[src/life_cfg.svh]
// Life engine configuration

`ifndef LIFE_CFG_SVH
`define LIFE_CFG_SVH

// Board width in cells, one bit per column in a row
`define LIFE_COLS 16

// Board height in rows
`define LIFE_ROWS 16

// Width of the generation count carried by a run command
`define LIFE_GEN_W 8

`endif

[src/life_board_pkg.sv]
// Life board geometry types

`default_nettype none

`include "life_cfg.svh"

package life_board_pkg;

    // One row of cells, bit index equals column
    typedef logic [`LIFE_COLS-1:0] row_t;

    // Row index wide enough to address every row
    typedef logic [$clog2(`LIFE_ROWS)-1:0] row_idx_t;

    // Payload of both row streams
    typedef struct packed {
        row_idx_t idx;
        row_t     row;
    } row_beat_t;

    // The whole board, row 0 at the top
    typedef row_t [`LIFE_ROWS-1:0] board_t;

endpackage

`default_nettype wire

[src/life_cmd_pkg.sv]
// Life command types

`default_nettype none

`include "life_cfg.svh"

package life_cmd_pkg;

    typedef enum logic [1:0] {
        op_load = 2'd0,
        op_run  = 2'd1,
        op_read = 2'd2
    } life_op_t;

    // The generation count only matters for op_run
    typedef struct packed {
        life_op_t                op;
        logic [`LIFE_GEN_W-1:0] gens;
    } life_cmd_t;

endpackage

`default_nettype wire

[src/life_board.sv]
// Life board on a torus

`default_nettype none
`timescale 1ns/1ps

`include "life_cfg.svh"

module life_board (
    input  logic                       clk,
    input  logic                       reset,
    input  logic                       wr_en,
    input  life_board_pkg::row_beat_t  wr_beat,
    input  logic                       step,
    output life_board_pkg::board_t     rows
);

    life_board_pkg::board_t next_rows;

    // One rule block per cell, neighbours taken modulo the board size
    // so the top row sees the bottom row and column 0 sees the last column
    for (genvar r = 0; r < `LIFE_ROWS; r++) begin : g_row
        localparam int RN = (r + `LIFE_ROWS - 1) % `LIFE_ROWS;
        localparam int RS = (r + 1) % `LIFE_ROWS;

        for (genvar c = 0; c < `LIFE_COLS; c++) begin : g_col
            localparam int CW = (c + `LIFE_COLS - 1) % `LIFE_COLS;
            localparam int CE = (c + 1) % `LIFE_COLS;

            life_cell_rule u_cell (
                .me    (rows[r][c]),
                .n     (rows[RN][c]),
                .ne    (rows[RN][CE]),
                .e     (rows[r][CE]),
                .se    (rows[RS][CE]),
                .s     (rows[RS][c]),
                .sw    (rows[RS][CW]),
                .w     (rows[r][CW]),
                .nw    (rows[RN][CW]),
                .alive (next_rows[r][c])
            );
        end
    end

    // The board starts empty, every cell dead
    always_ff @(posedge clk) begin
        if (reset) begin
            rows <= '0;
        end else if (step) begin
            rows <= next_rows;
        end else if (wr_en) begin
            rows[wr_beat.idx] <= wr_beat.row;
        end
    end

    // The sequencer only loads rows or steps the board, never both at once
    a_no_write_during_step : assert property (
        @(posedge clk) disable iff (reset)
        !(wr_en && step)
    ) else $error("life_board wr_en and step high together");

endmodule

`default_nettype wire

[src/life_cell_rule.sv]
// Life cell next-state rule

`default_nettype none
`timescale 1ns/1ps

module life_cell_rule (
    input  logic me,
    input  logic n,
    input  logic ne,
    input  logic e,
    input  logic se,
    input  logic s,
    input  logic sw,
    input  logic w,
    input  logic nw,
    output logic alive
);

    logic [3:0] live_cnt;

    // At most eight live neighbours, so four bits are enough
    assign live_cnt = 4'(n) + 4'(ne) + 4'(e) + 4'(se)
                    + 4'(s) + 4'(sw) + 4'(w) + 4'(nw);

    // Three neighbours gives life whatever the current state,
    // two neighbours only keeps an already live cell alive
    assign alive = (live_cnt == 4'd3) || (me && (live_cnt == 4'd2));

endmodule

`default_nettype wire

[src/life_engine.sv]
// Life engine top level

`default_nettype none
`timescale 1ns/1ps

module life_engine (
    input  logic                       clk,
    input  logic                       reset,
    input  logic                       cmd_valid,
    output logic                       cmd_ready,
    input  life_cmd_pkg::life_cmd_t    cmd,
    input  logic                       in_valid,
    output logic                       in_ready,
    input  life_board_pkg::row_beat_t  in_beat,
    output logic                       out_valid,
    input  logic                       out_ready,
    output life_board_pkg::row_beat_t  out_beat,
    output logic                       busy
);

    logic                      rin_valid;
    logic                      rin_ready;
    life_board_pkg::row_beat_t rin_beat;
    logic                      rout_valid;
    logic                      rout_ready;
    life_board_pkg::row_beat_t rout_beat;
    logic                      wr_en;
    life_board_pkg::row_beat_t wr_beat;
    logic                      step;
    life_board_pkg::board_t    rows;

    life_stream_buf #(
        .payload_t (life_board_pkg::row_beat_t)
    ) u_in_buf (
        .clk       (clk),
        .reset     (reset),
        .in_valid  (in_valid),
        .in_ready  (in_ready),
        .in_data   (in_beat),
        .out_valid (rin_valid),
        .out_ready (rin_ready),
        .out_data  (rin_beat)
    );

    life_sequencer u_sequencer (
        .clk        (clk),
        .reset      (reset),
        .cmd_valid  (cmd_valid),
        .cmd_ready  (cmd_ready),
        .cmd        (cmd),
        .rin_valid  (rin_valid),
        .rin_ready  (rin_ready),
        .rin_beat   (rin_beat),
        .rout_valid (rout_valid),
        .rout_ready (rout_ready),
        .rout_beat  (rout_beat),
        .wr_en      (wr_en),
        .wr_beat    (wr_beat),
        .step       (step),
        .rows       (rows),
        .busy       (busy)
    );

    life_board u_board (
        .clk     (clk),
        .reset   (reset),
        .wr_en   (wr_en),
        .wr_beat (wr_beat),
        .step    (step),
        .rows    (rows)
    );

    life_stream_buf #(
        .payload_t (life_board_pkg::row_beat_t)
    ) u_out_buf (
        .clk       (clk),
        .reset     (reset),
        .in_valid  (rout_valid),
        .in_ready  (rout_ready),
        .in_data   (rout_beat),
        .out_valid (out_valid),
        .out_ready (out_ready),
        .out_data  (out_beat)
    );

endmodule

`default_nettype wire

[src/life_sequencer.sv]
// Life command sequencer

`default_nettype none
`timescale 1ns/1ps

`include "life_cfg.svh"

module life_sequencer (
    input  logic                       clk,
    input  logic                       reset,
    input  logic                       cmd_valid,
    output logic                       cmd_ready,
    input  life_cmd_pkg::life_cmd_t    cmd,
    input  logic                       rin_valid,
    output logic                       rin_ready,
    input  life_board_pkg::row_beat_t  rin_beat,
    output logic                       rout_valid,
    input  logic                       rout_ready,
    output life_board_pkg::row_beat_t  rout_beat,
    output logic                       wr_en,
    output life_board_pkg::row_beat_t  wr_beat,
    output logic                       step,
    input  life_board_pkg::board_t     rows,
    output logic                       busy
);

    typedef enum logic [1:0] {
        s_idle,
        s_load,
        s_run,
        s_read
    } state_t;

    state_t                   state;
    life_board_pkg::row_idx_t row_cnt;
    logic [`LIFE_GEN_W-1:0]   gen_cnt;
    logic                     cmd_fire;
    logic                     rin_fire;
    logic                     rout_fire;
    logic                     last_row;

    assign cmd_ready = (state == s_idle);
    assign busy      = (state != s_idle);
    assign rin_ready = (state == s_load);
    assign rout_valid = (state == s_read);

    assign cmd_fire  = cmd_valid && cmd_ready;
    assign rin_fire  = rin_valid && rin_ready;
    assign rout_fire = rout_valid && rout_ready;
    assign last_row  = (row_cnt == life_board_pkg::row_idx_t'(`LIFE_ROWS - 1));

    // Load beats carry their own index and go straight to the board
    assign wr_en   = rin_fire;
    assign wr_beat = rin_beat;

    // One step per cycle until the count runs out
    assign step = (state == s_run) && (gen_cnt != '0);

    always_comb begin
        rout_beat.idx = row_cnt;
        rout_beat.row = rows[row_cnt];
    end

    always_ff @(posedge clk) begin
        if (reset) begin
            state   <= s_idle;
            row_cnt <= '0;
            gen_cnt <= '0;
        end else begin
            case (state)
                s_idle: begin
                    if (cmd_fire) begin
                        case (cmd.op)
                            life_cmd_pkg::op_load: state <= s_load;
                            life_cmd_pkg::op_run: begin
                                state   <= s_run;
                                gen_cnt <= cmd.gens;
                            end
                            life_cmd_pkg::op_read: state <= s_read;
                            default: state <= s_idle;
                        endcase
                    end
                end
                s_load: begin
                    // Counts beats, not indices, so any row order works
                    if (rin_fire) begin
                        if (last_row) begin
                            row_cnt <= '0;
                            state   <= s_idle;
                        end else begin
                            row_cnt <= row_cnt + 1'b1;
                        end
                    end
                end
                s_run: begin
                    if (gen_cnt == '0) begin
                        state <= s_idle;
                    end else begin
                        gen_cnt <= gen_cnt - 1'b1;
                    end
                end
                s_read: begin
                    // A stalled output buffer simply holds the counter
                    if (rout_fire) begin
                        if (last_row) begin
                            row_cnt <= '0;
                            state   <= s_idle;
                        end else begin
                            row_cnt <= row_cnt + 1'b1;
                        end
                    end
                end
                default: state <= s_idle;
            endcase
        end
    end

    // The counter only falls back to row 0 when the last row ends the command,
    // so it never laps past the last row within one load or read
    a_row_cnt_range : assert property (
        @(posedge clk) disable iff (reset)
        (!$stable(row_cnt) && (row_cnt == '0)) |-> (state == s_idle)
    ) else $error("life_sequencer row counter wrapped past the last row");

endmodule

`default_nettype wire

[src/life_stream_buf.sv]
// Two-entry valid/ready buffer

`default_nettype none
`timescale 1ns/1ps

module life_stream_buf #(
    parameter type payload_t = logic [7:0]
) (
    input  logic     clk,
    input  logic     reset,
    input  logic     in_valid,
    output logic     in_ready,
    input  payload_t in_data,
    output logic     out_valid,
    input  logic     out_ready,
    output payload_t out_data
);

    logic     main_valid;
    payload_t main_data;
    logic     skid_valid;
    payload_t skid_data;
    logic     in_fire;
    logic     main_load;
    logic     skid_fill;
    logic     skid_drain;

    assign in_fire    = in_valid && in_ready;
    // The output register can take a new beat when empty or when it is leaving
    assign main_load  = !main_valid || out_ready;
    assign skid_fill  = in_fire && !main_load;
    assign skid_drain = skid_valid && main_load;

    assign out_valid = main_valid;
    assign out_data  = main_data;

    always_ff @(posedge clk) begin
        if (reset) begin
            main_valid <= 1'b0;
            skid_valid <= 1'b0;
            in_ready   <= 1'b0;
        end else begin
            if (main_load) begin
                main_valid <= skid_valid || in_fire;
            end
            if (skid_fill) begin
                skid_valid <= 1'b1;
            end else if (skid_drain) begin
                skid_valid <= 1'b0;
            end
            // Registered ready, low only while the skid entry is occupied
            in_ready <= !(skid_fill || (skid_valid && !skid_drain));
        end
    end

    always_ff @(posedge clk) begin
        if (main_load) begin
            main_data <= skid_valid ? skid_data : in_data;
        end
        if (skid_fill) begin
            skid_data <= in_data;
        end
    end

    a_out_stable : assert property (
        @(posedge clk) disable iff (reset)
        (out_valid && !out_ready) |=> (out_valid && $stable(out_data))
    ) else $error("life_stream_buf out_data changed under stall");

endmodule

`default_nettype wire

[config.mk]
export PLATFORM = sky130hd
export DESIGN_NAME = life_engine
export DESIGN_NICKNAME = d
export VERILOG_FILES = /design/src/life_board_pkg.sv /design/src/life_cmd_pkg.sv /design/src/life_board.sv /design/src/life_cell_rule.sv /design/src/life_engine.sv /design/src/life_sequencer.sv /design/src/life_stream_buf.sv
export VERILOG_INCLUDE_DIRS = /design/src
export SDC_FILE = /design/constraint.sdc
export NUM_CORES = 2
export LEC_CHECK = 0
export BUFFER_PORTS_ARGS = -buffer_cell sky130_fd_sc_hd__buf_2
export CORE_MARGIN = 5
export CORE_UTILIZATION = 35
export DETAILED_ROUTE_END_ITERATION = 10
export PLACE_DENSITY = 0.5
export SLEW_MARGIN = 10
export SYNTH_ARGS = -nofsm -noshare
export SYNTH_HDL_FRONTEND = slang
export SYNTH_SLANG_ARGS = --single-unit
[constraint.sdc]
create_clock -name clk -period 4.1 [get_ports clk]
set_input_delay 0.205 -clock clk [delete_from_list [all_inputs] [get_ports clk]]
set_output_delay 0.205 -clock clk [all_outputs]
set_load 0.02 [all_outputs]
==> results.md <==
- Post-CTS setup buffers: 0
- Fin crit period: 4.08 ns
- Hold path cells: 2
- Reg2Reg Setup Slack: 0.02 ns
- DR vias: 47.7k
- Slew HR: 21.0%
- CTS max path bufs: 3
- Clk_skew: 0.0421 ns
- Static Leak: 0.0316 uW
- Hold wc startpoint: reset
- Rows: 152
- Die area: 181,000 um2
- Max cap viols: 0
- Root Buffer: clkbuf_16
- Post-route cell area: 68,500 um2
- Gr ovfl total: 0
- Kind of critical path: reg -> reg
- Mapped Nets: 8,148
- Synth Cell Area: 60,600 um2
- Post-Route WL: approximately 220,000 um
- Most frequent cells in the layout: 1,805 x inv_1, 1,024 x fa_1, 774 x ha_1
- Initial DRT Pass Iterations: 6
- Routed len/inst: 24.1 um
- Clk pwr share: 25.9%
- Crit. End Element: register
- Top post-synthesis cells by area: fa_1 34%, ha_1 16%, inv_1 11%
- Clk slew on worst S/H paths: 0.06 ns
- Logic pwr share: approximately 51%
- Syn Inst Count: 6,315
- Initial antenna violation count: 4
- Async SR Flop Fraction: 0%
- First-pass GRT wire length: 326,000 um
- Setup violators final: 0
- Sequential-to-total area share from yosys stat: 13.1%
- Worst-margin pin slew: roughly 1.2 ns
- Hold Path Class: in -> reg
- Placed Area: 66,400 um2
- Cell taking the most area after synthesis: fa_1
- Yosys reg bits: 356
- Remaining DRCs: 0
- Total power draw: 19,500 uW
- Post-synth top flop: dfxtp_1
- Die width: 426 um
- RR Endpoint: u_board.rows[127]
- Yosys Warn Count: 0
- Clk sinks: 356
- Syn Area/Cell: 9.59 um2
- Worst-Skew Late Latency: 0.69 ns
- Vias in the first global route: 49.4k
- Post-synth top area share: 33.9%
- Switching portion of total power: 46.0%
- Final GP Congestion: 0.887
- Seq pwr share: 23.5%
- Vias/cell: 5.27
- TritonCTS buffer count: 53
- FF-to-FF Start: u_board.rows[111]
- Data required time of the worst path: between 4 and 5 ns
- # port buffers: 58
- RSZ-0062 raised after global routing: no
- H-tree levels: 2
- Pin count of the biggest net entering global routing: 111
- Number of flops mapped to enable cells by yosys: 80
- Dpl hpwl: 174,000 um
- Int Pwr: approximately 11,000 uW
- Status: finished clean
- Post-route clock period utilization: 99.5%
- Largest driver fanout on the critical path: 4
- Layout cells sized above 1: between 10% and 20%
- Psw: 8990 uW
- Layout area overhead: 13.1%
- Max Fclk: roughly 250 MHz
- Most common cell after layout, fill and taps aside: inv_1
- CORE AREA: about 170,000 um2
- Hold Violations, Final: 0
- Max rail drop VDD: 0.339 mV
- Diode count: 0
- Antenna viol nets, final: 0
- Type of origin of the critical path: register
- P per Cell Area: approximately 290 nW/um2
- Hold path endpoint: u_sequencer.gen_cnt[4]
- Starting Density: 35.2%
- Io pins: 59
- Total GRT Usage: 24.2%
- Final nets: 8,535
- Library cells used by synthesis: 59
- DIE HEIGHT: 426 um
- Arr. time, crit path: 4.60 ns
- Worst R2R Path Depth: 11
- 1st-iter DRT viols: 3,315
- CTS tree: built
- Final Max Slew Viols: 0
-- synth_stat cells (all sizes together) (62+ instances only) --
master,count
a311oi,236
a21oi,65
fa,1024
nor2b,111
nand2,146
inv,1805
a211oi,172
nor2,350
or4,222
dfxtp,276
clkbuf,135
ha,774
buf,62
edfxtp,80
mux2i,267
nor3,231
a31oi,90
-- metal layers --
layer | vias up | part of all wire (%) | global-route usage (%)
met1 | 24439 | 43 | 32.2
met3 | 350 | 5.8 | 3.22
li1 | 21489 | - | -
met4 | 4 | 4.1 | 8.32
met2 | 1401 | 47 | 40.6
met5 | - | 0.013 | 0
-- state kept, by name (all words and copies together) (netlist names) --
| register | flops |
|---|---|
| u_out_buf.skid_valid | 1 |
| u_out_buf.out_valid | 1 |
| u_sequencer.gen_cnt | 8 |
| u_in_buf.out_valid | 1 |
| u_out_buf.in_ready | 1 |
| u_in_buf.skid_data | 20 |
| u_out_buf.out_data | 20 |
| u_out_buf.skid_data | 20 |
| u_sequencer.row_cnt | 4 |
| u_in_buf.out_data | 20 |
| u_board.rows | 256 |
| u_in_buf.in_ready | 1 |
| u_in_buf.skid_valid | 1 |
| u_sequencer.state | 2 |
-- final cells by class --
class | count | area, um2
fill | 17087 | 103000
multi-input combinational | 3957 | 45000
sequential | 356 | 7940
inverter | 1805 | 6780
timing repair buffer | 529 | 4060
tap | 2310 | 2890
clock buffer | 57 | 1340
clock inverter | 42 | 458
-- worst max-delay path, stage by stage (launching register included) --
cell and delay (ns):
dfxtp_1 0.40, buf_4 0.20, ha_1 0.24, inv_1 0.07
fa_1 0.44, fa_1 0.49, inv_1 0.05, fa_1 0.38
inv_1 0.09, fa_1 0.41, or4_1 0.58, a311oi_1 0.58
-- power by group through the flow --
stage               Combinational [uW]  Sequential (uW)  Clock [uW]
floorplan                         6460             4520           0
global placement                  9620             4650           0
detailed placement                9880             4660           0
CTS                               9950             4580        5170
global route                     11500             4630        5280
finish                            9880             4590        5060
-- per-stage QoR --
stage	util [%]	hold WS [ns]	worst slack, ns	std cells	setup TNS, ns
finish	39.8	0.0855	0.0222	9056	0
global route	39.8	0.101	0.00711	9056	0
CTS	39.8	0.0551	0.00371	9056	0
detailed placement	38.6	0.400	0.0335	8927	0
global placement	38.6	0.401	-0.0106	8927	-0.0106
floorplan	-	0.304	0.428	6315	0
-- what timing repair did --
| item | CTS | global route |
|---|---|---|
| setup endpoints to repair | 0 | 4 |
| hold endpoints to repair | 51 | 0 |
| resized for setup | 0 | 3 |
| hold buffers | 30 | 0 |
-- kinds of logic (layout without fill, tap and decap cells) --
group           after synthesis  after routing  share of synthesized area, %
compound gates              702            702                          8.88
xor+xnor                      1              1                        0.0145
fa+ha+maj                  1798           1798                          49.8
buf+inv                    2002           2433                          12.6
flops                       356            356                          13.1
mux                         325            325                          5.79
simple gates               1131           1131                          9.74
-- worst max-delay path by stage --
stage | start | end | slack (ns) | cells past startpoint
2_1_floorplan | u_board.rows[208] | u_board.rows[239] | 0.43 | 10
3_3_place_gp | u_board.rows[111] | u_board.rows[127] | -0.01 | 11
3_5_place_dp | u_board.rows[157] | u_board.rows[156] | 0.03 | 9
4_1_cts | u_board.rows[111] | u_board.rows[127] | 0.004 | 11
5_1_grt | u_board.rows[236] | u_board.rows[235] | 0.007 | 9
6_report | u_board.rows[111] | u_board.rows[127] | 0.02 | 11
Note: power is estimated with default switching activity, not from simulation.
